File: config.mk
export PLATFORM = sky130hd
export DESIGN_NAME = alu
export DESIGN_NICKNAME = d
export VERILOG_FILES = /design/src/design/corePkg.sv /design/src/design/alu.sv
export VERILOG_INCLUDE_DIRS = /design/src /design/src/include
export SDC_FILE = /design/constraint.sdc
export NUM_CORES = 2
export LEC_CHECK = 0
export BUFFER_PORTS_ARGS = -buffer_cell sky130_fd_sc_hd__buf_2
export CORE_AREA = 2 2 221 223
export DETAILED_ROUTE_END_ITERATION = 10
export DIE_AREA = 0 0 223 225
export PLACE_DENSITY_LB_ADDON = 0.3
export SYNTH_ARGS = -nofsm -noshare
export SYNTH_HDL_FRONTEND = slang
export SYNTH_SLANG_ARGS = --single-unit
export TNS_END_PERCENT = 10
File: constraint.sdc
create_clock -name vclk -period 11.85
set_input_delay 1.185 -clock vclk [all_inputs]
set_output_delay 1.185 -clock vclk [all_outputs]
set_load 0.1 [all_outputs]
File: src/include/mips_defines.svh
`ifndef MIPS_DEFINES_SVH
`define MIPS_DEFINES_SVH

// datapath
`define DATA_W      32

// architectural registers, r0 reads zero
`define REG_CNT     32

// data memory size, power of two
`define DMEM_BYTES  256

// first pc after reset
`define RESET_PC    32'h0000_0000

`endif

File: src/design/corePkg.sv
`include "mips_defines.svh"

package corePkg;

    typedef enum logic [4:0] {
        aluAdd  = 5'b00001,
        aluSub  = 5'b00010,
        aluMul  = 5'b00011,
        aluSll  = 5'b00100,
        aluSrl  = 5'b00101,
        aluAnd  = 5'b00110,
        aluOr   = 5'b00111,
        aluXor  = 5'b01000,
        aluNor  = 5'b01101,
        aluSlt  = 5'b01110,
        aluNone = 5'b11111    // result zero, flags still valid
    } aluOpT;

    typedef enum logic [1:0] {
        memNone = 2'b00,
        memWord = 2'b01,
        memHalf = 2'b10,
        memByte = 2'b11
    } memSizeT;

    typedef struct packed {
        logic    regWrite;
        logic    aluSrc;        // immediate as operand b
        logic    regDst;        // rd, else rt
        logic    immZeroExt;
        logic    cmpZero;       // operand b forced to zero
        memSizeT memRead;
        memSizeT memWrite;
        logic    memToReg;      // write back load data
        logic    jump;
        logic    jr;
        logic    jal;
        aluOpT   aluOp;
        logic    shiftControl;  // a = rt, b = shamt
        logic    pcSrc;         // branch taken
    } ctrlT;

    typedef struct packed {
        logic [`DATA_W-1:0] pc;
        logic               regWrite;
        logic [4:0]         regAddr;     // destination register
        logic [`DATA_W-1:0] data;
    } retireT;

endpackage

File: src/design/alu.sv
`include "mips_defines.svh"

module alu (
    input  corePkg::aluOpT     op,
    input  logic [`DATA_W-1:0] a,
    input  logic [`DATA_W-1:0] b,
    output logic [`DATA_W-1:0] result,
    output logic               gt,
    output logic               lt,
    output logic               eq
);

    localparam int ShW = $clog2(`DATA_W);

    // signed compare of a against b, used by slt and branches
    assign gt = $signed(a) > $signed(b);
    assign lt = $signed(a) < $signed(b);
    assign eq = (a == b);

    always_comb begin
        case (op)
            corePkg::aluAdd: result = a + b;
            corePkg::aluSub: result = a - b;
            corePkg::aluMul: result = a * b;              // low half only
            corePkg::aluSll: result = a << b[ShW-1:0];
            corePkg::aluSrl: result = a >> b[ShW-1:0];
            corePkg::aluAnd: result = a & b;
            corePkg::aluOr:  result = a | b;
            corePkg::aluXor: result = a ^ b;
            corePkg::aluNor: result = ~(a | b);
            corePkg::aluSlt: result = {{(`DATA_W-1){1'b0}}, lt};
            default:         result = '0;
        endcase
    end

endmodule

Word level (Yosys, flattened, before mapping)

Index checks and enable logic that the tools add are counted.

Bits in registers: 0
Input port bits: 69
Output and inout bits: 35
Logic and storage cells: 23

Add/subtract/negate cells: 2
Multiply operators: 1
$lt $le $gt $ge: 2
Equal/unequal tests: 11
Shift operators: 2
Muxes and demuxes: 1
Bitwise gates (word level): 4

Operators with widths:

| kind                                                | count |
|---|---|
| case mux 32 bit (10 select lines)                   | 1 |
| adder 32 bit                                        | 1 |
| bitwise AND 32 bit                                  | 1 |
| equality test 32 bit                                | 1 |
| > comparator 32 bit                                 | 1 |
| less-than comparator 32 bit                         | 1 |
| multiplier 32 x 32 -> 32 bit                        | 1 |
| inverter 32 bit                                     | 1 |
| OR 32 bit                                           | 1 |
| << shifter 32 x 5 -> 32 bit                         | 1 |
| right shift 32 x 5 -> 32 bit                        | 1 |
| subtractor 32 bit                                   | 1 |
| bitwise XOR 32 bit                                  | 1 |
| equality test 5 x 3 -> 1 bit, second input constant | 4 |
| equality test 5 x 4 -> 1 bit, second input constant | 3 |
| equality test 5 x 2 -> 1 bit, second input constant | 2 |
| equality test 5 x 1 -> 1 bit, second input constant | 1 |

Depth between registers and ports, before layout

Depth in word-level cells: 3
Depth in mapped cells: 30
Gate-level depth less buffers: 26

Worst setup path before layout

OpenSTA, ideal clock, no wires.

Kind: input to output
Start point: in b[2]
End point: out result[26]
Arrival: 9,612 ps
Required time: 10,665 ps
Slack: 1,053 ps
Cell stages on the path: 24
Path buffers: 4
Cells stage by stage: clkinv_1 > buf_1 > clkbuf_1 > buf_1 > nor2_1 > fa_1 > fa_1 > fa_1 > inv_1 > fa_1 > inv_1 > fa_1 > fa_1 > fa_1 > fa_1 > ha_1 > clkbuf_1 > nand4_1 > or2_2 > a311o_1 > nand2_1 > and4b_1 > nor3_1 > a31oi_1

Word-level cells in the longest chain between the ends: 2
Elaborated cells between the ends (all ways): 6
Those cells by class: add/sub (2); mul (1); shift (2); mux (1)

RTL lines:

| what                                                 | RTL line  | RTL |
|---|---|---|
| start, declared                                      | alu.sv:6  | `` input logic [`DATA_W-1:0] b, `` |
| multiplier 32 x 32 -> 32 bit (tied with other cells) | alu.sv:24 | `corePkg::aluMul: result = a * b;` |
| case mux 32 bit (10 select lines) (*)                | alu.sv:21 | `case (op)` |
| end, declared                                        | alu.sv:7  | `` output logic [`DATA_W-1:0] result, `` |

Mark *: on every way between the ends. The rest lies on a longest branch, timed or not.

Worst setup path in the final report

Start point: in a[3]
End point: out result[26]

Word-level cells in the longest chain between the ends: 2
Elaborated cells between the ends (all ways): 6
Those cells by class: add/sub (2); mul (1); shift (2); mux (1)

RTL lines:

| what                                                 | RTL line  | RTL |
|---|---|---|
| start, declared                                      | alu.sv:5  | `` input logic [`DATA_W-1:0] a, `` |
| multiplier 32 x 32 -> 32 bit (tied with other cells) | alu.sv:24 |  |
| case mux 32 bit (10 select lines) (*)                | alu.sv:21 |  |

Marked as above.

==> run summary <==
outcome = complete, no violations
total negative slack = 0 ns
share of layout cells above drive strength 1 = 8.36%
CP arrival = 9.41 ns
DRC violations left = 0
Slew headroom = 6.27%
crit end category = output port
worst hold path type = in -> out
Vias per Instance = 6.56
peak fanout along the critical path = 20
Hold-fix buffers, CTS = 0
full die area = 50,200 um^2
first drt pass iteration count = 6
area grow syn2layout = 4.35%
CP Class = in -> out
core area = 47,500 um^2
area leader, netlist = fa_1
Period Utilization, post-route = 89.4%
area taken by flip-flops and latches = 0 um^2
PortBufs = 104
DRT iter0 DRCs = 3,019
list of most frequent post-synthesis cells = nor2_1, inv_1, fa_1
Critical Path RT = 10.67 ns
Fin Hold WS = 3.02 ns
most frequent cell after synthesis = nor2_1
initial antenna violation count = 2
register area share after synthesis = 0%
crit path launch = a[3]
final setup violation count = 0
vias in the first global route = 23,645
Routed WL per cell = 29.7 um
total track usage = 41.9%
vias after detailed routing = 23,039
WL final = 104,000 um
Final ANT Viol Nets = 0
I/O pins = 104
GPL Wtd Cong = 1.09
Max Cap Viol = 0
FFs & Latches = 0
Initial Util = 48.8%
synth top area cells = fa_1, ha_1, nor2_1
antenna fix cells = 0
Clock Buffer Count = 0
placed wire-length estimate = 81,400 um
PostCTS Resize Cnt = 0
fmax = 94.4 MHz
Final Hold Viols = 0
Post-Syn Area = 23,200 um^2
multi-input logic area = 20,700 um^2
post-synth net total = 3,613
largest net degree at the start of global routing = 60
Tightest Pin Transition = 1.40 ns
Critical Path Start Type = primary input
RSZ-0062 raised after global routing = no
Die Y = 225 um
Slew Limit Fails = 0
area share of the largest cell type after synthesis = 35.4%
nets = 3,597
min cycle time layout = 10.60 ns
first-pass GRT wire length = 154,000 um
fill cell instance count of the final layout = 4,628
hold path start = op[1]
post-synth cell types = 83
synthesized area per cell = 7.96 um^2
Post-Syn Instances = 2,914
Warnings, synthesis = 0
Die Width = 223 um
gr ovfl total = 0
row count = 80
post-CTS setup buffers = 0
-- final timing paths --
path / to / slack, ns / cells past startpoint
worst max-delay path: result[26] / 1.25 / 27
worst min-delay path: result[0] / 3.02 / 4
-- metrics by stage --
stage | instance area [um^2] | utilization (%) | cells | setup slack (ns)
global route | 24200 | 50.9 | 3511 | 1.06
global placement | 24200 | 50.9 | 3511 | 1.55
floorplan | 23200 | - | 2914 | 1.05
detailed placement | 24200 | 50.9 | 3511 | 1.52
CTS | 24200 | 50.9 | 3511 | 1.51
finish | 24200 | 50.9 | 3511 | 1.25
-- routing by layer --
metal | track usage [%] | routed length (um)
met3 | 10.4 | 13200
met2 | 63.9 | 44900
met4 | 26.1 | 8310
met5 | 0 | 11
met1 | 53.5 | 37900
-- cell usage in the layout, fill, tap and decap left out, drive strengths merged, types with 5 or more instances in the layout --
cell type and instances:
a211o 8, a211oi 19, a21o 24, a21oi 119, a221o 28, a221oi 34, a22oi 10, a2bb2oi 5
a31oi 22, and2 8, and3 9, buf 158, clkinv 12, fa 410, ha 220, inv 453
mux2i 43, mux4 46, nand2 282, nand2b 15, nand3 28, nand4 9, nor2 500, nor2b 16
nor3 38, nor4 7, o2111ai 8, o211ai 18, o21a 18, o21ai 113, o21bai 19, o221ai 11
o22ai 10, o31ai 7, or2 5, or3 16, xnor2 66, xor2 17
-- critical path, cell delays in order --
cell,delay [ns]
buf_2,0.10
inv_1,0.99
buf_4,0.29
nor2_1,0.07
fa_1,0.39
inv_1,0.09
fa_1,0.20
inv_1,0.07
fa_1,0.52
fa_1,0.49
ha_1,0.29
ha_1,0.27
inv_1,0.05
fa_1,0.48
inv_1,0.05
fa_1,0.45
ha_1,0.26
nor4_1,0.26
o21ai_0,0.18
a41oi_1,0.65
a311o_1,0.38
nand2_1,0.10
and4b_1,0.23
nor3_1,0.68
o2111a_1,0.30
a31oi_1,0.05
buf_2,0.34
-- final cells by class --
class,count,area share (%)
Inverter,465,7.22
Multi-Input combinational cell,2273,85.8
Tap cell,615,3.18
Timing Repair Buffer,158,3.85
-- logic make-up after synthesis --
family          synth area share [%]
xor+xnor                        3.23
simple gates                    17.2
mux                             6.42
fa+ha+maj                       47.3
compound gates                  15.3
buf+inv                         10.6
Power is left out: the tool's default activity adds up to more than one toggle a clock period on the data nets, which glitch-free logic cannot reach.
