==> config.mk <==
export PLATFORM = sky130hd
export DESIGN_NAME = regFile
export DESIGN_NICKNAME = d
export VERILOG_FILES = /design/src/design/regFile.sv
export VERILOG_INCLUDE_DIRS = /design/src /design/src/include
export SDC_FILE = /design/constraint.sdc
export NUM_CORES = 2
export LEC_CHECK = 0
export BUFFER_PORTS_ARGS = -buffer_cell sky130_fd_sc_hd__buf_2
export CORE_AREA = 4 4 437 439
export DETAILED_ROUTE_END_ITERATION = 7
export DIE_AREA = 0 0 441 443
export SETUP_SLACK_MARGIN = 0.15
export SLEW_MARGIN = 20
export SYNTH_ARGS = -nofsm -noshare
export SYNTH_HDL_FRONTEND = slang
export SYNTH_SLANG_ARGS = --single-unit
==> constraint.sdc <==
create_clock -name clk -period 2.05 [get_ports clk]
set_clock_uncertainty 0.05 [all_clocks]
set_input_delay 0.3075 -clock clk [delete_from_list [all_inputs] [get_ports clk]]
set_output_delay 0.3075 -clock clk [all_outputs]
set_load 0.005 [all_outputs]
==> src/include/mips_defines.svh <==
`ifndef MIPS_DEFINES_SVH
`define MIPS_DEFINES_SVH

// datapath
`define DATA_W      32

// architectural registers, r0 reads zero
`define REG_CNT     32

// data memory size, power of two
`define DMEM_BYTES  256

// first pc after reset
`define RESET_PC    32'h0000_0000

`endif

==> src/design/regFile.sv <==
`include "mips_defines.svh"

module regFile (
    input  logic                         clk,
    input  logic                         arstN,
    input  logic [$clog2(`REG_CNT)-1:0]  rAddrA,
    input  logic [$clog2(`REG_CNT)-1:0]  rAddrB,
    input  logic                         wEn,
    input  logic [$clog2(`REG_CNT)-1:0]  wAddr,
    input  logic [`DATA_W-1:0]           wData,
    output logic [`DATA_W-1:0]           rDataA,
    output logic [`DATA_W-1:0]           rDataB
);

    logic [`DATA_W-1:0] regs [`REG_CNT];

    always_ff @(posedge clk or negedge arstN) begin
        if (!arstN) begin
            for (int i = 0; i < `REG_CNT; i++) begin
                regs[i] <= '0;
            end
        end else if (wEn && (wAddr != '0)) begin   // r0 stays zero
            regs[wAddr] <= wData;
        end
    end

    assign rDataA = regs[rAddrA];
    assign rDataB = regs[rAddrB];

endmodule

---- Word-level counts from Yosys, hierarchy flattened ----
Index checks and enable logic that the tools add are counted.
word-level totals
  output and inout port bits .............. 64
  bits of input ports ..................... 50
  logic and storage cells ................. 51
  register bits ........................... 1024
cells by class
  $lt $le $gt $ge ......................... 4
  reduce and logical (&&, ||, !) cells .... 3
  mux-type cells .......................... 9
  bitwise operators ....................... 3
operators by type and width
  kind                                                                           number
  1024-bit bitwise mux                                                           1
  32-bit binary-select mux with 5-bit select                                     2
  32-bit demux with 5-bit select                                                 1
  32-bit two-way mux                                                             5
  6-bit greater-or-equal comparator (second input constant)                      3
  5-bit NOT with 6-bit output                                                    3
  6-bit by 1-bit less-than comparator with 1-bit output (second input constant)  1
  5-bit nonzero test                                                             1
  1-bit logical AND                                                              2

---- Depth between registers and ports, before layout ----
  depth in word-level cells ............... 6
  depth in mapped cells ................... 8

---- Worst setup path before layout ----
OpenSTA, ideal clock, no wires.
  kind .................................... input port to output port
  start point ............................. input rAddrA[1]
  end point ............................... output rDataA[11]
  required time ........................... 1692 ps
  arrival ................................. 1516 ps
  slack ................................... 176 ps
  cell stages on the path ................. 8
  cells stage by stage .................... buf_2 buf_4 buf_2 buf_2 mux2i_1 nand2_1 a31oi_1 nand3_1
on the way
  longest elaborated chain between the ends .. 4
ends and longest elaborated chain
  item                                                    line           source
  start, declared                                         regFile.sv:6   input logic [$clog2(`REG_CNT)-1:0] rAddrA,
  5-bit NOT with 6-bit output (implied by the code)       regFile.sv:27  assign rDataA = regs[rAddrA];
  32-bit binary-select mux with 5-bit select              regFile.sv:27
  32-bit two-way mux (implied by the code) (2 in series)  regFile.sv:27
  end, declared                                           regFile.sv:11  output logic [`DATA_W-1:0] rDataA,
Every way passes these cells. The select of a mux whose other input is x is not followed.

---- Worst setup path in the final report ----
  start point ............................. register regs[778] in the netlist's numbering
  end point ............................... output rDataB[10]
on the way
  longest elaborated chain between the ends .. 3
ends and longest elaborated chain
  item                                                    line           source
  start, declared                                         regFile.sv:15  logic [`DATA_W-1:0] regs [`REG_CNT];
  start signal, assigned by index                         regFile.sv:23  regs[wAddr] <= wData;
  32-bit binary-select mux with 5-bit select              regFile.sv:28  assign rDataB = regs[rAddrB];
  32-bit two-way mux (implied by the code) (2 in series)  regFile.sv:28
  end, declared                                           regFile.sv:12  output logic [`DATA_W-1:0] rDataB
Every way passes these cells. The select of a mux whose other input is x is not followed.

==> reports/results.tsv <==
stage	metric	value	unit
setup_path	Worst Path Required	1.69	ns
timing	Worst-Margin Slew	0.655	ns
floorplan	die area	195000	um^2
power	logic gate share of total power	20.9	%
synthesis	synth unique cells	28	
layout	Layout Cells excl Fill	7410	
synthesis	Synth Register Bits	1024	
power	Cell Int Power	42800	uW
floorplan	die width	441	um
global_route	grt peak-use layer	met2	
power	sequential power share	44.9	%
timing	setup tns final	-24.37	ns
power	sw frac	28.8	%
place	final RePlAce weighted congestion	0.814	
floorplan	Core ar.	187000	um^2
detailed_routing	Routed WL	184000	um
global_route	met1 usage	24.9	%
detailed_routing	drt pass-1 iters	6	
timing	final hold vios	0	
timing	max_slew headroom	56.3	%
global_route	met2 Resource Use GR	30.1	%
synthesis	Mapped Nets	4651	
layout	commonest non-fill, non-tap cells in the layout	mux2i_1, dfrtp_1, mux2_2	
synthesis	post-synthesis sequential area ratio	45.8	%
clock_network	root buffer cell	clkbuf_16	
timing	RSZ-0062 raised after global routing	true	
setup_path	CP cell instances	mux2i_1 -> a22o_1 -> nor3_1 -> a31oi_1 -> nand3_2 -> buf_6 -> buf_6	
place	Placed Area	63000	um^2
detailed_routing	DR vias	39700	
detailed_routing	DRC viols	0	
timing	Final min period	2.56	ns
floorplan	Initial Util	29.9	%
power	net switching power	17400	uW
place	Setup Slack @ Placement	-0.534	ns
layout	area grow syn2layout	21.5	%
global_route	GRT Util Overall	18.3	%
timing	fin worst setup slack	-0.511	ns
layout	Biggest register	regs	
detailed_routing	post-DR wirelength/cell	24.8	um
power	Clock Power Share	34.2	%
setup_path	crit-path leading delay family	flip-flops	
synthesis	top cell type's share of synthesized area	45.8	%
clock_network	H-tree Lvls	3	
power	Leak	0.0316	uW
layout	post-route cell area	68000	um^2
place	Placed Cells	7197	
clock_network	CTS buffer count	106	
power	Power per Cell Area	885	nW/um^2
setup_path	critical path class	reg2out	
layout	layout cells sized above 1	38.7	%
global_route	first-pass GRT wire length	273000	um
clock_network	TritonCTS clock tree	built	
detailed_routing	Via density	5.35	
clock_network	clock transition at the registers of the reported paths	0.07	ns
synthesis	largest area contributor in the netlist	dfrtp_1	
synthesis	syn avg cell area	12.2	um^2
setup_path	CP most frequent cell	buf_6	
setup_path	Critical Path Sink Type	primary output	
timing	max-slew violations	0	
setup_path	CP Max Fanout	3	
setup_path	critical path arrival	2.20	ns
setup_path	slowest cell on the critical path	dfrtp_1	
synthesis	Synth Cell Area	55900	um^2
clock_network	Skew-Pair Late Insertion Delay	0.73	ns
floorplan	Row Count	159	
outcome	failing checks	negative setup slack	
layout	biggest regs	regs: 1024 flops	
hold_path	Hold Path Class	in2async	
timing	crit share post-route	125	%
global_route	vias in the first global route	41100	
synthesis	Synth warnings	0	
global_route	grt total ovfl	0	
timing	maximum clock frequency	0.390	GHz
detailed_routing	drt initial violations	3130	
synthesis	synth top area cells	dfrtp_1, mux2_2, mux2i_1, a22oi_1, a22o_1	
layout	final net count	4877	
power	VDD IR max	0.724	mV
floorplan	die height	443	um
place	post-DP HPWL	119000	um
layout	max reg flops	1024	
global_route	M3 GR Usage	2.55	%
timing	final setup fails	64	
outcome	status	complete, but fails checks	
global_route	largest net degree at the start of global routing	89	
setup_path	CP Launch Type	register	
global_route	antenna violations before repair	18	
clock_network	worst-case clock buffer depth	3	
detailed_routing	post-route ant nets	0	
floorplan	IO Count	114	
clock_network	Sink Count	1024	
place	port bufs	113	
job	max_cap viols	0	
setup_path	Max stage delay on crit path	0.40	ns
setup_path	buffers and inverters on the worst path	2	
synthesis	Synth Instances	4601	
[final cells by class]
cell class	instances	area (um^2)
fill	18100	119000
multi-input combinational	3104	28800
sequential	1024	25600
timing repair buffer	591	6710
tap	2495	3120
clock buffer	147	3100
clock inverter	46	578
antenna	3	7.51
[power groups by stage]
stage	Sequential (uW)	Combinational, uW	Clock (uW)
final	27000	12600	20600
after global routing	27500	13700	21800
after global placement	27000	11800	0
after floorplan	26400	8420	0
after CTS	26900	12500	21000
after detailed placement	27300	12100	0
[path summary, 6_finish.rpt]
| check | startpoint | cells after the start | slack, ns | end |
|---|---|---|---|---|
| worst max register to register | regs[941]$_DFFE_PN0P_ | 3 | 0.97 | regs[941]$_DFFE_PN0P_ |
| worst max-delay path | regs[778]$_DFFE_PN0P_ | 7 | -0.51 | rDataB[10] |
| max in group asynchronous | arstN | 4 | 0.98 | regs[272]$_DFFE_PN0P_ |
| worst min register to register | regs[1010]$_DFFE_PN0P_ | 0 | 0.35 | regs[1010]$_DFFE_PN0P_ |
| min in group clk | wData[10] | 2 | 0.15 | regs[490]$_DFFE_PN0P_ |
| worst min-delay path | arstN | 2 | 0.06 | regs[749]$_DFFE_PN0P_ |
[logic make-up after synthesis]
group	after synthesis	share of synthesized area, %
compound gates	576	7.01
buf+inv	473	4.50
flops	1024	45.8
mux	2016	38.3
simple gates	512	4.39
[per-stage QoR]
stage	power (uW)	hold WS (ns)	utilization [%]
finish	60200	0.0556	36.3
global route	63000	0.0381	36.3
CTS	60400	0.00599	36.1
detailed placement	39300	0.201	33.7
global placement	38800	0.204	33.7
floorplan	34800	-0.0381	-
[cells in the mapped netlist]
| library cell | instances |
|---|---|
| a21oi_1 | 192 |
| nor3_1 | 65 |
| buf_6 | 48 |
| nand3b_1 | 4 |
| nor2b_1 | 4 |
| nor2_1 | 3 |
| buf_4 | 64 |
| or2_2 | 3 |
| buf_2 | 111 |
| a31oi_1 | 64 |
| nand2b_1 | 4 |
| clkbuf_1 | 224 |
| a22o_1 | 128 |
| nor3b_2 | 3 |
| or3b_4 | 1 |
| a22oi_1 | 192 |
| nand2_1 | 210 |
| mux2i_1 | 1024 |
| nand3_1 | 194 |
| nor3b_1 | 1 |
| and3b_1 | 1 |
| buf_1 | 26 |
| nor2_4 | 16 |
| mux2_2 | 953 |
| dfrtp_1 | 1024 |
| and3_1 | 1 |
| and2_1 | 2 |
| mux2_1 | 39 |
[routing by layer]
layer | part of all wire (%) | wire length [um]
met5 | 0 | 0
met4 | 3.2 | 5910
met3 | 4.5 | 8340
met2 | 47 | 87300
met1 | 45 | 82400
[what timing repair did]
action / CTS / global route
setup buffers: 8 / 8
setup endpoints to repair: 64 / 64
hold buffers: 1 / 0
pin swaps: 90 / 117
hold endpoints to repair: 557 / 0
gates resized for setup: 143 / 57
Power figures use the tool's default switching activity.
