### src/include/mips_defines.svh
`ifndef MIPS_DEFINES_SVH
`define MIPS_DEFINES_SVH

// datapath
`define DATA_W      32

// architectural registers, r0 reads zero
`define REG_CNT     32

// data memory size, power of two
`define DMEM_BYTES  256

// first pc after reset
`define RESET_PC    32'h0000_0000

`endif

### src/design/corePkg.sv
`include "mips_defines.svh"

package corePkg;

    typedef enum logic [4:0] {
        aluAdd  = 5'b00001,
        aluSub  = 5'b00010,
        aluMul  = 5'b00011,
        aluSll  = 5'b00100,
        aluSrl  = 5'b00101,
        aluAnd  = 5'b00110,
        aluOr   = 5'b00111,
        aluXor  = 5'b01000,
        aluNor  = 5'b01101,
        aluSlt  = 5'b01110,
        aluNone = 5'b11111    // result zero, flags still valid
    } aluOpT;

    typedef enum logic [1:0] {
        memNone = 2'b00,
        memWord = 2'b01,
        memHalf = 2'b10,
        memByte = 2'b11
    } memSizeT;

    typedef struct packed {
        logic    regWrite;
        logic    aluSrc;        // immediate as operand b
        logic    regDst;        // rd, else rt
        logic    immZeroExt;
        logic    cmpZero;       // operand b forced to zero
        memSizeT memRead;
        memSizeT memWrite;
        logic    memToReg;      // write back load data
        logic    jump;
        logic    jr;
        logic    jal;
        aluOpT   aluOp;
        logic    shiftControl;  // a = rt, b = shamt
        logic    pcSrc;         // branch taken
    } ctrlT;

    typedef struct packed {
        logic [`DATA_W-1:0] pc;
        logic               regWrite;
        logic [4:0]         regAddr;     // destination register
        logic [`DATA_W-1:0] data;
    } retireT;

endpackage

### src/design/isaPkg.sv
package isaPkg;

    typedef enum logic [5:0] {
        opRtype  = 6'b000000,
        opRegimm = 6'b000001,   // bgez / bltz, picked by rt
        opJ      = 6'b000010,
        opJal    = 6'b000011,
        opBeq    = 6'b000100,
        opBne    = 6'b000101,
        opBlez   = 6'b000110,
        opBgtz   = 6'b000111,
        opAddi   = 6'b001000,
        opSlti   = 6'b001010,
        opAndi   = 6'b001100,
        opOri    = 6'b001101,
        opXori   = 6'b001110,
        opMul    = 6'b011100,
        opLb     = 6'b100000,
        opLh     = 6'b100001,
        opLw     = 6'b100011,
        opSb     = 6'b101000,
        opSh     = 6'b101001,
        opSw     = 6'b101011
    } opcodeT;

    typedef enum logic [5:0] {
        fnSll = 6'b000000,
        fnSrl = 6'b000010,
        fnJr  = 6'b001000,
        fnAdd = 6'b100000,
        fnSub = 6'b100010,
        fnAnd = 6'b100100,
        fnOr  = 6'b100101,
        fnXor = 6'b100110,
        fnNor = 6'b100111,
        fnSlt = 6'b101010
    } functT;

    // imm16 and the jump index overlay the low fields
    typedef struct packed {
        opcodeT     opcode;
        logic [4:0] rs;
        logic [4:0] rt;
        logic [4:0] rd;
        logic [4:0] shamt;
        functT      funct;
    } instrT;

endpackage

### src/design/controller.sv
module controller (
    input  isaPkg::instrT instr,
    input  logic          gt,
    input  logic          lt,
    input  logic          eq,
    output corePkg::ctrlT ctrl
);

    always_comb begin
        ctrl          = '0;                 // nop unless decoded below
        ctrl.memRead  = corePkg::memNone;
        ctrl.memWrite = corePkg::memNone;
        ctrl.aluOp    = corePkg::aluNone;

        case (instr.opcode)
            ////////////////////////////////////////
            // register-register
            isaPkg::opRtype: begin
                ctrl.regDst = 1'b1;
                case (instr.funct)
                    isaPkg::fnSll: begin
                        ctrl.aluOp        = corePkg::aluSll;
                        ctrl.shiftControl = 1'b1;
                    end
                    isaPkg::fnSrl: begin
                        ctrl.aluOp        = corePkg::aluSrl;
                        ctrl.shiftControl = 1'b1;
                    end
                    isaPkg::fnJr:  ctrl.jr    = 1'b1;
                    isaPkg::fnAdd: ctrl.aluOp = corePkg::aluAdd;
                    isaPkg::fnSub: ctrl.aluOp = corePkg::aluSub;
                    isaPkg::fnAnd: ctrl.aluOp = corePkg::aluAnd;
                    isaPkg::fnOr:  ctrl.aluOp = corePkg::aluOr;
                    isaPkg::fnXor: ctrl.aluOp = corePkg::aluXor;
                    isaPkg::fnNor: ctrl.aluOp = corePkg::aluNor;
                    isaPkg::fnSlt: ctrl.aluOp = corePkg::aluSlt;
                    default:       ctrl.aluOp = corePkg::aluNone;
                endcase
                ctrl.regWrite = (ctrl.aluOp != corePkg::aluNone);   // jr, bad funct
            end
            isaPkg::opMul: begin
                ctrl.regWrite = 1'b1;
                ctrl.regDst   = 1'b1;
                ctrl.aluOp    = corePkg::aluMul;
            end

            ////////////////////////////////////////
            // immediates
            isaPkg::opAddi, isaPkg::opSlti, isaPkg::opAndi, isaPkg::opOri,
            isaPkg::opXori: begin
                ctrl.regWrite = 1'b1;
                ctrl.aluSrc   = 1'b1;
                case (instr.opcode)
                    isaPkg::opAddi: ctrl.aluOp = corePkg::aluAdd;
                    isaPkg::opSlti: ctrl.aluOp = corePkg::aluSlt;
                    isaPkg::opAndi: ctrl.aluOp = corePkg::aluAnd;
                    isaPkg::opOri:  ctrl.aluOp = corePkg::aluOr;
                    default:        ctrl.aluOp = corePkg::aluXor;
                endcase
                ctrl.immZeroExt = (ctrl.aluOp == corePkg::aluAnd) ||
                                  (ctrl.aluOp == corePkg::aluOr) ||
                                  (ctrl.aluOp == corePkg::aluXor);
            end

            ////////////////////////////////////////
            // loads and stores, address = rs + imm
            isaPkg::opLw, isaPkg::opLh, isaPkg::opLb: begin
                ctrl.regWrite = 1'b1;
                ctrl.aluSrc   = 1'b1;
                ctrl.memToReg = 1'b1;
                ctrl.aluOp    = corePkg::aluAdd;
                ctrl.memRead  = (instr.opcode == isaPkg::opLw) ? corePkg::memWord :
                                (instr.opcode == isaPkg::opLh) ? corePkg::memHalf :
                                                                 corePkg::memByte;
            end
            isaPkg::opSw, isaPkg::opSh, isaPkg::opSb: begin
                ctrl.aluSrc   = 1'b1;
                ctrl.aluOp    = corePkg::aluAdd;
                ctrl.memWrite = (instr.opcode == isaPkg::opSw) ? corePkg::memWord :
                                (instr.opcode == isaPkg::opSh) ? corePkg::memHalf :
                                                                 corePkg::memByte;
            end

            ////////////////////////////////////////
            // branches and jumps
            isaPkg::opBeq: ctrl.pcSrc = eq;
            isaPkg::opBne: ctrl.pcSrc = !eq;
            isaPkg::opRegimm: begin
                ctrl.cmpZero = 1'b1;
                case (instr.rt)
                    5'b00001: ctrl.pcSrc = gt || eq;    // bgez
                    5'b00000: ctrl.pcSrc = lt;          // bltz
                    default:  ctrl.pcSrc = 1'b0;
                endcase
            end
            isaPkg::opBgtz: begin
                ctrl.cmpZero = 1'b1;
                ctrl.pcSrc   = gt;
            end
            isaPkg::opBlez: begin
                ctrl.cmpZero = 1'b1;
                ctrl.pcSrc   = lt || eq;
            end
            isaPkg::opJ: ctrl.jump = 1'b1;
            isaPkg::opJal: begin
                ctrl.regWrite = 1'b1;
                ctrl.jump     = 1'b1;
                ctrl.jal      = 1'b1;
            end
            default: ctrl.pcSrc = 1'b0;
        endcase
    end

endmodule

### config.mk
export PLATFORM = sky130hd
export DESIGN_NAME = controller
export DESIGN_NICKNAME = d
export VERILOG_FILES = /design/src/design/corePkg.sv /design/src/design/isaPkg.sv /design/src/design/controller.sv
export VERILOG_INCLUDE_DIRS = /design/src /design/src/include
export SDC_FILE = /design/constraint.sdc
export NUM_CORES = 1
export LEC_CHECK = 0
export ABC_CLOCK_PERIOD_IN_PS = 2200
export CORE_AREA = 4 4 41 43
export DETAILED_ROUTE_END_ITERATION = 10
export DIE_AREA = 0 0 45 47
export DONT_BUFFER_PORTS = 1
export PLACE_DENSITY = 0.66
export RECOVER_POWER = 100
export SETUP_SLACK_MARGIN = 0.5
export SKIP_LAST_GASP = 1
export SYNTH_ARGS = -nofsm -noshare
export SYNTH_HDL_FRONTEND = slang
export SYNTH_SLANG_ARGS = --single-unit
### constraint.sdc
create_clock -name vclk -period 2.2
set_input_delay 0.33 -clock vclk [all_inputs]
set_output_delay 0.33 -clock vclk [all_outputs]
set_load 0.02 [all_outputs]
Word level (Yosys, flattened, before mapping)
Index checks and enable logic that the tools add are counted.
- register bits: 0
- word-level logic and storage cells: 76
- output and inout bits: 20
- input port bits: 35
- reduce and logical (&&, ||, !) cells: 18
- equality and inequality tests: 33
- mux-type cells: 25
- operators by type and width (operator ; count):
    $eq A6 B6 Y1 const B ; 13
    $pmux W5 S9 ; 1
    $eq A6 B4 Y1 const B ; 6
    $eq A6 B3 Y1 const B ; 4
    $pmux W5 S4 ; 1
    $eq A6 B2 Y1 const B ; 3
    $pmux W4 S4 ; 1
    $mux W1 ; 13
    $logic_not A6 Y1 ; 2
    $reduce_or A11 Y1 ; 1
    $eq A5 B3 Y1 const B ; 2
    $mux W5 ; 2
    $reduce_or A10 Y1 ; 1
    $reduce_or A3 Y1 ; 3
    $mux W2 ; 4
    $eq A6 B1 Y1 const B ; 1
    $eq A6 B5 Y1 const B ; 1
    $reduce_or A2 Y1 ; 3
    $reduce_or A6 Y1 ; 1
    $eq A5 B1 Y1 const B ; 1
    $eq A5 B4 Y1 const B ; 1
    $logic_not A5 Y1 ; 1
    $ne A5 B5 Y1 const B ; 1
    $pmux W1 S5 ; 1
    other kinds (4) ; 8

Longest topological paths before layout
- word-level depth: 7
- gate-level depth with buffers: 6
- depth with buffers taken out: 4

Worst setup path after synthesis
OpenSTA, ideal clock, no wires.
- path kind: input to output
- start point: in instr[30] (netlist name)
- end point: out ctrl[5] (netlist name)
- required time: 1.870 ns
- arrival time: 2.192 ns
- slack: -0.322 ns
- cell stages on the path: 5
- path buffers: 2
- cell sequence: clkbuf_1 -> or2_0 -> or4_1 -> buf_2 -> o311ai_0
- RTL lines (element ; RTL line ; text):
    start: declaration ; controller.sv:2 ; input isaPkg::instrT instr,
    end: declaration ; controller.sv:6 ; output corePkg::ctrlT ctrl

==> summary.txt <==
Hold path
  • Worst hold path type: input pin to primary output

Run status
  • Status: finished, final reports clean

Die
  • Die H: 47 um
  • Die Width: 45 um
  • Row count: 13
  • Core Region: 1300 sq um
  • Ports: 55
  • Initial core utilization: 0.450
  • Die area: 2120 sq um

Placement
  • Post-DP HPWL: 1430 um
  • DP Worst Slack: 0.0347 ns
  • Port-buffer cells: 0
  • Routability cong.: 0.810
  • Placed standard-cell area: 699 sq um

Global routing
  • Vias in the first global route: 715
  • GRT overflow: 0
  • First-pass GRT wire length: 3010 um
  • Largest net degree at the start of global routing: 18
  • Initial antenna violation count: 0
  • Global Route Usage Sum: 0.176

Synth
  • Yosys top cell area share: 0.0855
  • Seq/Total Area, Yosys: 0
  • Synth top area cells: nor2b_1 8.5%, nor2_1 8.3%, nand2_1 7.7%
  • Leading area contributor after synthesis: nor2b_1
  • YS warnings: 0
  • Mapped cell area: 586 sq um
  • Synthesized Nets: 136
  • Gate Count Post-Synth: 101
  • Most common cell in the netlist: nor2_1
  • Syn avg cell area: 5.80 sq um
  • Synth top cells by count: 13 x nor2_1, 12 x nand2_1, 8 x nor2b_1, 6 x clkbuf_1
  • Count of cell types in the netlist: 38

Route
  • Drt initial violations: 7
  • Via/cell ratio: 6.30
  • Avg WL per Cell: 15.5 um
  • Aggregate routed wire length: 1830 um
  • First drt pass iteration count: 3
  • Antenna viol nets, final: 0
  • DRC: 0
  • Via count: 743

Timing
  • Measured slew at the worst slew-check pin: 0.662 ns
  • Worst Setup Slack, final: 0.0933 ns
  • Total Neg Setup Slack: 0 ns
  • Setup Viol. Count Final: 0
  • Tmin final: 2.11 ns
  • Final Slew Violations: 0
  • RSZ-0062 raised after global routing: true
  • Fmax: 0.475 GHz
  • Fin crit share: 0.958
  • Max-slew headroom: 0.558
  • Fin. Hold Viols: 0

Worst setup path
  • CP Max Fanout: 14
  • Worst-path cell chain: or3_1 > or4_4 > o311a_1 > nand2_1
  • Delay of the slowest critical-path stage: 0.53 ns
  • Crit path buf inv count: 0
  • Critical Path Sink Type: primary output
  • Worst path slowest cell: or4_4
  • WP data arrival: 1.78 ns
  • WS Path Type: input pin to primary output
  • CP required: 1.87 ns
  • CP top delay family: simple AND/OR/NAND/NOR gates
  • Startpoint types: input pin

Pwr
  • Pleak: 0.230 nW
  • PwrDens: 138 nW/um^2
  • Worst IR Drop VDD: 0.0566 mV

Finish
  • Area occupied by registers: 0 sq um
  • Num sequential: 0
  • Fraction of layout cells with a size suffix above 1: 0.175
  • Synth-to-Final Area Change: 22.0%
  • Ant. Diodes: 0
  • Fin nets: 140
  • Fillers: 145
  • Clock buffers: 0
  • Fin util: 0.549
  • Final Cell Area: 714 sq um

Flow run
  • MaxCap Viol Count: 0

Clock tree
  • Hold_buf cts: 0
## cells by family (layout without fill, tap and decap cells)
family / Yosys count / in the layout / synth area share
xor+xnor: 1 / 1 / 0.0150
buf+inv: 13 / 15 / 0.0876
mux: 1 / 1 / 0.0171
compound gates: 23 / 23 / 0.288
simple gates: 62 / 62 / 0.575
fa+ha+maj: 1 / 1 / 0.0171
## worst paths after layout
kind,start,to,slack (ns),depth (start not counted)
worst max-delay path,instr[28],ctrl[3],0.09,4
worst min-delay path,instr[5],ctrl[8],0.70,1
## report_power, final
| group | total [mW] | switching [mW] | internal (mW) |
|---|---|---|---|
| Combinational | 0.0985 | 0.0570 | 0.0415 |
| Clock | 0 | 0 | 0 |
| Sequential | 0 | 0 | 0 |
## routing by layer
layer	up-vias	GRT usage	wire length, um
li1	376	-	-
met1	343	0.231	762
met2	24	0.308	881
met3	0	0.0383	188
met4	0	0.0117	0
met5	-	0	0
## what timing repair did
| action | CTS | global route |
|---|---|---|
| gates resized for setup | 3 | 2 |
| setup endpoints to repair | 9 | 9 |
| hold endpoints to repair | 0 | 0 |
| buffers inserted | 2 | 1 |
| gates cloned | 0 | 0 |
| pin swaps | 5 | 6 |
## area by class of cell
class | instances | area [sq um] | area share
Inverter | 5 | 18.8 | 0.0263
Multi-Input combinational cell | 88 | 609 | 0.853
Tap cell | 15 | 18.8 | 0.0263
Timing Repair Buffer | 10 | 67.6 | 0.0946
## placed cells by master, fill, tap and decap left out, drive strengths merged, types with 3 or more instances in the layout
master,netlist,layout
nand2,12,12
nand3,3,3
nor2,13,13
inv,5,5
buf,2,5
or3,5,5
nor2b,8,8
clkbuf,6,5
o211ai,3,3
nor3b,3,3
a21oi,5,5
nor4,4,4
## stage by stage
stage | total power [mW] | std cells | hold slack [ns]
after CTS | 0.102 | 117 | 0.701
after floorplan | 0.0989 | 101 | 0.711
after global placement | 0.0969 | 115 | 0.700
after detailed placement | 0.0988 | 115 | 0.700
final | 0.0985 | 118 | 0.699
after global routing | 0.107 | 118 | 0.701
(Power assumes the default switching activity.)
