**config.mk**
```make
export PLATFORM = sky130hd
export DESIGN_NAME = pcUnit
export DESIGN_NICKNAME = d
export VERILOG_FILES = /design/src/design/corePkg.sv /design/src/design/pcUnit.sv
export VERILOG_INCLUDE_DIRS = /design/src /design/src/include
export SDC_FILE = /design/constraint.sdc
export NUM_CORES = 1
export LEC_CHECK = 0
export BUFFER_PORTS_ARGS = -buffer_cell sky130_fd_sc_hd__buf_2
export CAP_MARGIN = 15
export CELL_PAD_IN_SITES_DETAIL_PLACEMENT = 1
export CELL_PAD_IN_SITES_GLOBAL_PLACEMENT = 2
export CORE_MARGIN = 2
export CORE_UTILIZATION = 24
export DETAILED_ROUTE_END_ITERATION = 12
export PLACE_DENSITY = 0.75
export SLEW_MARGIN = 10
export SYNTH_ARGS = -nofsm -noshare
export SYNTH_HDL_FRONTEND = slang
export SYNTH_SLANG_ARGS = --single-unit
```
**constraint.sdc**
```tcl
create_clock -name clk -period 3.57 [get_ports clk]
set_input_delay 0.8925 -clock clk [delete_from_list [all_inputs] [get_ports clk]]
set_output_delay 0.8925 -clock clk [all_outputs]
set_load 0.05 [all_outputs]
```
**src/include/mips_defines.svh**
```systemverilog
`ifndef MIPS_DEFINES_SVH
`define MIPS_DEFINES_SVH

// datapath
`define DATA_W      32

// architectural registers, r0 reads zero
`define REG_CNT     32

// data memory size, power of two
`define DMEM_BYTES  256

// first pc after reset
`define RESET_PC    32'h0000_0000

`endif

```
**src/design/corePkg.sv**
```systemverilog
`include "mips_defines.svh"

package corePkg;

    typedef enum logic [4:0] {
        aluAdd  = 5'b00001,
        aluSub  = 5'b00010,
        aluMul  = 5'b00011,
        aluSll  = 5'b00100,
        aluSrl  = 5'b00101,
        aluAnd  = 5'b00110,
        aluOr   = 5'b00111,
        aluXor  = 5'b01000,
        aluNor  = 5'b01101,
        aluSlt  = 5'b01110,
        aluNone = 5'b11111    // result zero, flags still valid
    } aluOpT;

    typedef enum logic [1:0] {
        memNone = 2'b00,
        memWord = 2'b01,
        memHalf = 2'b10,
        memByte = 2'b11
    } memSizeT;

    typedef struct packed {
        logic    regWrite;
        logic    aluSrc;        // immediate as operand b
        logic    regDst;        // rd, else rt
        logic    immZeroExt;
        logic    cmpZero;       // operand b forced to zero
        memSizeT memRead;
        memSizeT memWrite;
        logic    memToReg;      // write back load data
        logic    jump;
        logic    jr;
        logic    jal;
        aluOpT   aluOp;
        logic    shiftControl;  // a = rt, b = shamt
        logic    pcSrc;         // branch taken
    } ctrlT;

    typedef struct packed {
        logic [`DATA_W-1:0] pc;
        logic               regWrite;
        logic [4:0]         regAddr;     // destination register
        logic [`DATA_W-1:0] data;
    } retireT;

endpackage

```
**src/design/pcUnit.sv**
```systemverilog
`include "mips_defines.svh"

module pcUnit (
    input  logic               clk,
    input  logic               arstN,
    input  logic               advance,
    input  corePkg::ctrlT      ctrl,
    input  logic [15:0]        imm,
    input  logic [25:0]        jumpIndex,
    input  logic [`DATA_W-1:0] rsValue,
    output logic [`DATA_W-1:0] pc,
    output logic [`DATA_W-1:0] pcPlus4
);

    logic [`DATA_W-1:0] branchOffset;
    logic [`DATA_W-1:0] nextPc;

    assign pcPlus4      = pc + `DATA_W'(4);
    assign branchOffset = {{(`DATA_W-18){imm[15]}}, imm, 2'b00};

    // jr over jump over taken branch
    always_comb begin
        if (ctrl.jr) begin
            nextPc = rsValue;
        end else if (ctrl.jump) begin
            nextPc = {pcPlus4[`DATA_W-1 -: 4], jumpIndex, 2'b00};  // region of pc+4
        end else if (ctrl.pcSrc) begin
            nextPc = pcPlus4 + branchOffset;
        end else begin
            nextPc = pcPlus4;
        end
    end

    always_ff @(posedge clk or negedge arstN) begin
        if (!arstN) pc <= `RESET_PC;
        else if (advance) pc <= nextPc;
    end

endmodule

```
== Yosys cells after proc, flatten, opt, wreduce, memory -nomap -nowiden ==
Cells that the tools add are included.
Storage, ports and cells
  latch bits: 0
  logic and storage cells: 6
  bits in read-only memories: 0
  bits in registers: 32
  memories kept: 0
  bits in writable memories: 0
Operators by class
  mux-type cells: 3
  shift operators: 0
  multipliers: 0
  reduce and logical (&&, ||, !) cells: 0
  divide/modulo/power cells: 0
  eq/ne operators: 0
  order comparisons: 0
  add/subtract/negate cells: 2
  bitwise gates (word level): 0
Operator list (count)
  $mux W32: 3
  $add A32 B3 Y32 const B: 1
  $add A32 B32 Y32: 1

== Logic depth before layout (Yosys ltp) ==
Gate-level depths: netlist (run 1).
  depth in word-level cells: 5
  mapped depth: 16
  gate-level depth less buffers: 13

== Worst setup path after synthesis (run 1) ==
Ideal clock, no wire load.
  path type: register to register
  start: register pc[2]
  end: register pc[29]
  cell stages (with the launch flop): 15
  arrival: 4.469 ns
  path buffers: 1
  setup time: 0.126 ns
  required time: 3.444 ns
  setup slack: -1.025 ns
  cell sequence: dfrtp_1 ha_1 nand4_1 nor4_1 nand2_1 xnor2_1 ha_1 clkbuf_1 a21oi_1 o21ai_0 a21oi_1 o21ai_0 or4_1 mux2i_1 nor3_1
On the way
  longest elaborated chain between the ends: 5
RTL lines
  start, declared: line pcUnit.sv:11  | output logic [`DATA_W-1:0] pc,
  start signal, assigned: line pcUnit.sv:35  | if (!arstN) pc <= `RESET_PC;
  start signal, assigned: line pcUnit.sv:36  | else if (advance) pc <= nextPc;
  $add A32 B3 Y32: line pcUnit.sv:18  | assign pcPlus4 = pc + `DATA_W'(4);
  named net pcPlus4[24]: line pcUnit.sv:12  | output logic [`DATA_W-1:0] pcPlus4
  $add A32 B32 Y32: line pcUnit.sv:28  | nextPc = pcPlus4 + branchOffset;
  $mux W32: line pcUnit.sv:27  | end else if (ctrl.pcSrc) begin
  $mux W32: line pcUnit.sv:25  | end else if (ctrl.jump) begin
  $mux W32: line pcUnit.sv:23  | if (ctrl.jr) begin
The timed path passes the listed nets, and every way through them passes these cells.
A chain may end at the register's enable or synchronous reset.

== Worst setup path in the final report (run 1) ==
  start: register pc[2]
  end: register pc[29]
On the way
  longest elaborated chain between the ends: 5
RTL lines (line)
  $add A32 B3 Y32 *: pcUnit.sv:18
  $add A32 B32 Y32: pcUnit.sv:28
  $mux W32: pcUnit.sv:27
  $mux W32 *: pcUnit.sv:25
  $mux W32 *: pcUnit.sv:23
Every way passes the cells marked *; elsewhere a longest branch is shown, timed or not.

==> results of run 1 <==
-- power groups by stage --
stage                     sequential (mW)  clock [mW]  combinational, mW
final                               0.523       0.464               2.09
after global routing                0.532       0.488               2.25
after CTS                           0.524       0.473               2.00
after detailed placement            0.530           0               1.98
after global placement              0.524           0               1.94
after floorplan                     0.723           0               1.11
-- critical path: stages, from the launching register on --
cell     delay (ps)
dfrtp_2         420
ha_4            150
nand4_1         160
buf_6           180
or4_4           530
nor3_4          310
xor2_4          210
ha_4            250
a21oi_4         170
o21ai_2          70
a21oi_2         180
o21ai_2          90
or4_1           470
mux2i_1         170
nor3_1           70
-- cell families after synthesis --
group | count (synthesis) | share of synthesized area (%)
and+or+nand+nor | 226 | 24.4
AOI/OAI and AO/OA | 208 | 30.2
buffers and inverters | 56 | 5.16
xor gates and xnor gates | 45 | 9.15
adders and majority gates | 37 | 10.7
DFF | 32 | 18.2
muxes | 9 | 2.11
-- routing by layer --
| metal | up-vias | wire, um | part of all wire, % |
|---|---|---|---|
| li1 | 2734 | - | - |
| met4 | 0 | 629 | 2.8 |
| met3 | 27 | 1030 | 4.6 |
| met1 | 2832 | 9620 | 43 |
| met5 | - | 0 | 0 |
| met2 | 153 | 11100 | 50 |
-- repair_timing --
action,in CTS,in global routing
pin swaps,1,19
resized for setup,6,40
buffers inserted,2,11
setup endpoints to repair,9,14
hold buffers,0,0
-- how the worst min path moves through the flow --
| stage | to | start | slack [ps] | cells past startpoint |
|---|---|---|---|---|
| 2_1_floorplan | pc[0]$_DFFE_PN0P_ | arstN | 600 | 0 |
| 3_3_place_gp | pc[0]$_DFFE_PN0P_ | pc[0]$_DFFE_PN0P_ | 490 | 1 |
| 3_5_place_dp | pc[0]$_DFFE_PN0P_ | pc[0]$_DFFE_PN0P_ | 500 | 1 |
| 4_1_cts | pc[0]$_DFFE_PN0P_ | pc[0]$_DFFE_PN0P_ | 510 | 1 |
| 5_1_grt | pc[1]$_DFFE_PN0P_ | pc[1]$_DFFE_PN0P_ | 530 | 1 |
| 6_report | pc[0]$_DFFE_PN0P_ | pc[0]$_DFFE_PN0P_ | 500 | 1 |
-- per-stage QoR --
step	TNS (ps)	setup WS, ps
after floorplan	-51.5	-21.2
after global placement	-27.0	-27.0
after detailed placement	-399	-165
after CTS	0	33.8
after global routing	-310	-89.4
final	0	41.1
-- cell type report --
type | count | area share (%)
Inverter | 23 | 1.24
Multi-Input combinational cell | 525 | 58.1
Tap cell | 229 | 4.10
Timing Repair Buffer | 255 | 22.7
Clock inverter | 1 | 0.0716
Sequential cell | 32 | 11.9
Clock buffer | 7 | 1.90
-- cells in the final DEF, fill, tap and decap left out, drive strengths merged, types with 6 or more instances in the layout --
cell type / instances
a211oi: 12
nand3: 27
o31ai: 8
a31oi: 6
a221oi: 7
dfrtp: 32
inv: 22
a21oi: 59
and3: 9
clkbuf: 7
nand2: 74
buf: 255
xor2: 22
nor3: 9
o21ai: 49
nor4: 6
ha: 36
and4: 6
nand4: 13
nor2: 63
xnor2: 23
mux2i: 7
o22ai: 7
o211ai: 15
==> flow_metrics.tcl, run 1 <==
set metrics [dict create \
    cp-endpoint "pc[29]$_DFFE_PN0P_" \
    use_met2_pct 39.7 \
    ys_warn_count 0 \
    grt_pass1_vias 6134 \
    fin_util_pct 38.9 \
    worstHoldPathType "reg2reg" \
    pwr-share-clk_pct 15.1 \
    detailed_place.area_mm2 0.00658 \
    cts_num_sinks 32 \
    drive_above_1_share_pct 43.3 \
    io_buffers 143 \
    hold_ws_ps 504 \
    synthTopCellsByCount "nand2_1, nor2_1, a21oi_1" \
    firstDrtPassIters 4 \
    synth-edff-count 0 \
    die_w_um 139 \
    seq_area_frac_synth_pct 18.2 \
    top_register "pc" \
    synth_top_area_share_pct 18.2 \
    setup_violations 0 \
    core-area_mm2 0.0180 \
    worst_ep_arrival_time_ps 3720 \
    fin_total_pwr_mw 3.08 \
    worst_r2r_endpoint "pc[29]$_DFFE_PN0P_" \
    syn_nets 747 \
    ys.flop_type "dfrtp_1" \
    status "completed" \
    crit_path_start_kind "flop" \
    use_met1_pct 28.3 \
    synth.top_cells.by_area "dfrtp_1, ha_1, a21oi_1" \
    n_fill_cell 2227 \
    path_max_fanout 5 \
    wl_um 22400 \
    period_needed_ps 3530 \
    ys_ff_latch 32 \
    largest_register_ffs 32 \
    p_int_mw 1.48 \
    skew_ps 7.97 \
    p_sw_mw 1.60 \
    synth_area_mm2 0.00439 \
    via_per_inst 5.36 \
    stdcell_count 1072 \
    combPwrFrac_pct 68.0 \
    die_h_um 139 \
    worstMarginPinSlew_ps 923 \
    largestRegisters "pc x32" \
    drc 0 \
    clk_pin_slew_ps 60 \
    crit_path_end_kind "flop" \
    dp_cells 1051 \
    p_leak_nw 3.11 \
    switching_share_pct 51.9 \
    nets 976 \
    multi_input_area_mm2 0.00406 \
    ys_async_sr_fraction_pct 100 \
    antenna_found_initial 0 \
    grt_overflow 0 \
    peakVddDrop_mv 0.215 \
    reg2reg_depth 14 \
    rows 49 \
    final_antenna_net_count 0 \
    cts_tree "done" \
    insertion_delay_ps 300 \
    yosysTopAreaCell "dfrtp_1" \
    start_util_pct 24.4 \
    maxCapViolCount 0 \
    path_class "reg2reg" \
    routedWlPerCell_um 20.9 \
    busiest_layer "met2" \
    synth.most_common_cell "nand2_1" \
    final_area_mm2 0.00699 \
    cts_inserted_buffers 5 \
    drt_iter0_drc 224 \
    routabilityCongestion 0.967 \
    r2r_start "pc[2]$_DFFE_PN0P_" \
    dp_hpwl_um 17800 \
    cts_buffer_depth 2 \
    cp.required_ps 3760 \
    synth_cell_types 60 \
    r2r_slack_ps 40 \
    ff_latch_area_um2 832 \
    num_antenna_cells 0 \
    syn2layout_area_growth_pct 59.1 \
    p_per_area_mw_per_mm2 441 \
    crit_path_start "pc[2]$_DFFE_PN0P_" \
    grt_pass1_wl_um 34700 \
    io_pins 161 \
    maxSlewHeadroom_pct 38.5 \
    syn_avg_cell_area_um2 7.16 \
    hold_viol 0 \
    track_usage_pct 22.7 \
    p_seq_share_pct 17.0 \
    postSynthCellCount 613 \
    die-area_mm2 0.0194 \
    vias 5746 \
    grt_max_degree 61 \
    drv_slew 0 \
    root_buffer "clkbuf_16" \
    fmax_mhz 283 \
    min_period_over_period_pct 98.8 \
    gr-usage-met3_pct 3.79 \
    cts.htree.levels 2 \
    rsz0062_at_grt "true" \
]
No activity file was read; power rests on OpenSTA's default activity.
==> run 2, diff against run 1 <==
--- a/config.mk
+++ b/config.mk
@@ -14,6 +14,7 @@
 export CORE_UTILIZATION = 24
 export DETAILED_ROUTE_END_ITERATION = 12
 export PLACE_DENSITY = 0.75
+export RECOVER_POWER = 50
 export SLEW_MARGIN = 10
 export SYNTH_ARGS = -nofsm -noshare
 export SYNTH_HDL_FRONTEND = slang
==> constraint.sdc (replaced) <==
create_clock -name clk -period 3.57 [get_ports clk]
set_input_delay 0 -clock clk [delete_from_list [all_inputs] [get_ports clk]]
set_output_delay 0 -clock clk [all_outputs]
set_load 0.05 [all_outputs]
==> run 2 against run 1 <==
Compared with the run above:
- the flow now finishes with violations (capacitance limit, slew limit)
- final area rose by 1.6%
- largest cell class unchanged
- count of clock-buffer cells in the layout decreased by 2
- wire length up 1.8%
==> flow_metrics.tcl, run 2 (synthesis results as in run 1) <==
set metrics [dict create \
    clk_pin_slew_ps 60 \
    worstMarginPinSlew_ps 2230 \
    root_buffer "clkbuf_16" \
    min_period_over_period_pct 97.5 \
    grt_pass1_vias 6186 \
    path_max_fanout 5 \
    largest_register_ffs 32 \
    fin_util_pct 39.5 \
    core-area_mm2 0.0180 \
    switching_share_pct 51.3 \
    insertion_delay_ps 300 \
    syn2layout_area_growth_pct 61.7 \
    maxCapViolCount 1 \
    cts_tree "done" \
    p_per_area_mw_per_mm2 451 \
    setup_ws_ps 89.0 \
    crit_path_start "pc[2]$_DFFE_PN0P_" \
    min_from "jumpIndex[8]" \
    drc 0 \
    period_needed_ps 3480 \
    min_to "pc[10]$_DFFE_PN0P_" \
    n_fill_cell 2204 \
    grt_pass1_wl_um 34700 \
    cts_inserted_buffers 5 \
    io_pins 161 \
    largestRegisters "pc x32" \
    p_sw_mw 1.64 \
    grt_max_degree 61 \
    post-place-ws_ps -76.8 \
    peakVddDrop_mv 0.215 \
    combPwrFrac_pct 67.0 \
    crit_path_end_kind "flop" \
    fmax_mhz 287 \
    rsz0062_at_grt "true" \
    path_cells "ha_4 -> nand4_1 -> buf_6 -> or4_4 -> buf_6 -> xnor2_4 -> ha_4 -> buf_4 -> o21ai_2 -> a21oi_2 -> o211ai_1 -> a211oi_2 -> a211oi_2 -> xnor2_1 -> o31ai_1" \
    worst_ep_arrival_time_ps 3670 \
    wl_um 22800 \
    hold_viol 0 \
    skew_ps 4.58 \
    status "complete, but fails checks" \
    start_util_pct 24.4 \
    setup_violations 0 \
    track_usage_pct 22.8 \
    crit_family "compound AO/OA/AOI/OAI gates" \
    final_cell_mix "buf_2, buf_4, nand2_1" \
    top_register "pc" \
    p_seq_share_pct 16.2 \
    cts.htree.levels 2 \
    critPathMaxStageDelay_ps 550 \
    io_buffers 143 \
    antenna_found_initial 0 \
    holdPathStages 3 \
    final_antenna_net_count 0 \
    final_common_cell "buf_2" \
    drive_above_1_share_pct 39.5 \
    drv_slew 33 \
    firstDrtPassIters 4 \
    dp_hpwl_um 17900 \
    drt_iter0_drc 222 \
    r2r_start "pc[2]$_DFFE_PN0P_" \
    maxSlewHeadroom_pct -48.9 \
    cts_buffer_depth 2 \
    cp.required_ps 3760 \
    num_antenna_cells 0 \
    die-area_mm2 0.0194 \
    violations "capacitance limit, slew limit" \
    p_int_mw 1.56 \
    r2r_slack_ps 90 \
    reg2reg_depth 15 \
    routedWlPerCell_um 21.2 \
    nets 982 \
    rows 49 \
    die_h_um 139 \
    path_class "reg2reg" \
    crit_path_start_kind "flop" \
    grt_overflow 0 \
    pwr-share-clk_pct 16.8 \
    vias 5810 \
    worst_r2r_endpoint "pc[28]$_DFFE_PN0P_" \
    routabilityCongestion 0.944 \
    cts_num_sinks 32 \
    worstHoldPathType "in2reg" \
    p_leak_nw 3.08 \
    critPathSlowestCell "or4_4" \
    die_w_um 139 \
    cp_num_buf_inv 3 \
    via_per_inst 5.39 \
]
-- run 2: final cells by class --
class / count / area, um2 / area share [%]
multi-input cells: 525 / 4130 / 58.2
inverters: 23 / 86.3 / 1.22
flip-flops and latches: 32 / 832 / 11.7
well taps: 229 / 287 / 4.04
clock buffers: 5 / 125 / 1.76
clock inverters: 3 / 42.5 / 0.599
repair buffers: 261 / 1600 / 22.5
-- run 2: timing repair --
action | in CTS | in global routing
pin swaps | 0 | 33
gates resized for setup | 2 | 55
hold buffers | 9 | 0
setup endpoints to repair | 4 | 15
endpoints found under the hold margin | 40 | 0
buffers inserted | 0 | 11
-- run 2: routing by layer --
layer	vias to the layer above	wire length [um]	GRT usage, %
met5	-	0	0
met2	175	11400	40.9
li1	2743	-	-
met1	2854	9550	28.2
met4	0	697	6.70
met3	38	1150	3.44
-- run 2: worst min-delay path, cell delays in order --
cell,delay (ps)
buf_2,80
a21oi_1,60
o221ai_1,140
-- run 2: power by group through the flow --
stage          clock [mW]  combinational, mW  sequential (mW)
6_report            0.539               2.14            0.517
5_1_grt             0.559               2.30            0.529
4_1_cts             0.554               2.02            0.517
3_5_place_dp            0               2.00            0.523
3_3_place_gp            0               1.96            0.519
2_1_floorplan           0               1.11            0.723
-- run 2: through the flow --
| step | total power [mW] | std cells | TNS (ps) | instance area (um2) | hold WS [ps] |
|---|---|---|---|---|---|
| after global routing | 3.39 | 1078 | -230 | 7100 | 42.8 |
| after detailed placement | 2.53 | 1050 | -111 | 6560 | 190 |
| after floorplan | 1.83 | 613 | -51.5 | 4980 | -296 |
| after CTS | 3.09 | 1067 | 0 | 6820 | 9.02 |
| final | 3.20 | 1078 | 0 | 7100 | 15.1 |
| after global placement | 2.48 | 1050 | 0 | 6560 | 179 |
-- run 2: worst max-delay path by stage --
stage	cells after the start	end
6_report	15	pc[28]$_DFFE_PN0P_
5_1_grt	15	pc[28]$_DFFE_PN0P_
4_1_cts	15	pc[23]$_DFFE_PN0P_
3_5_place_dp	13	pc[20]$_DFFE_PN0P_
3_3_place_gp	14	pc[23]$_DFFE_PN0P_
2_1_floorplan	13	pc[29]$_DFFE_PN0P_
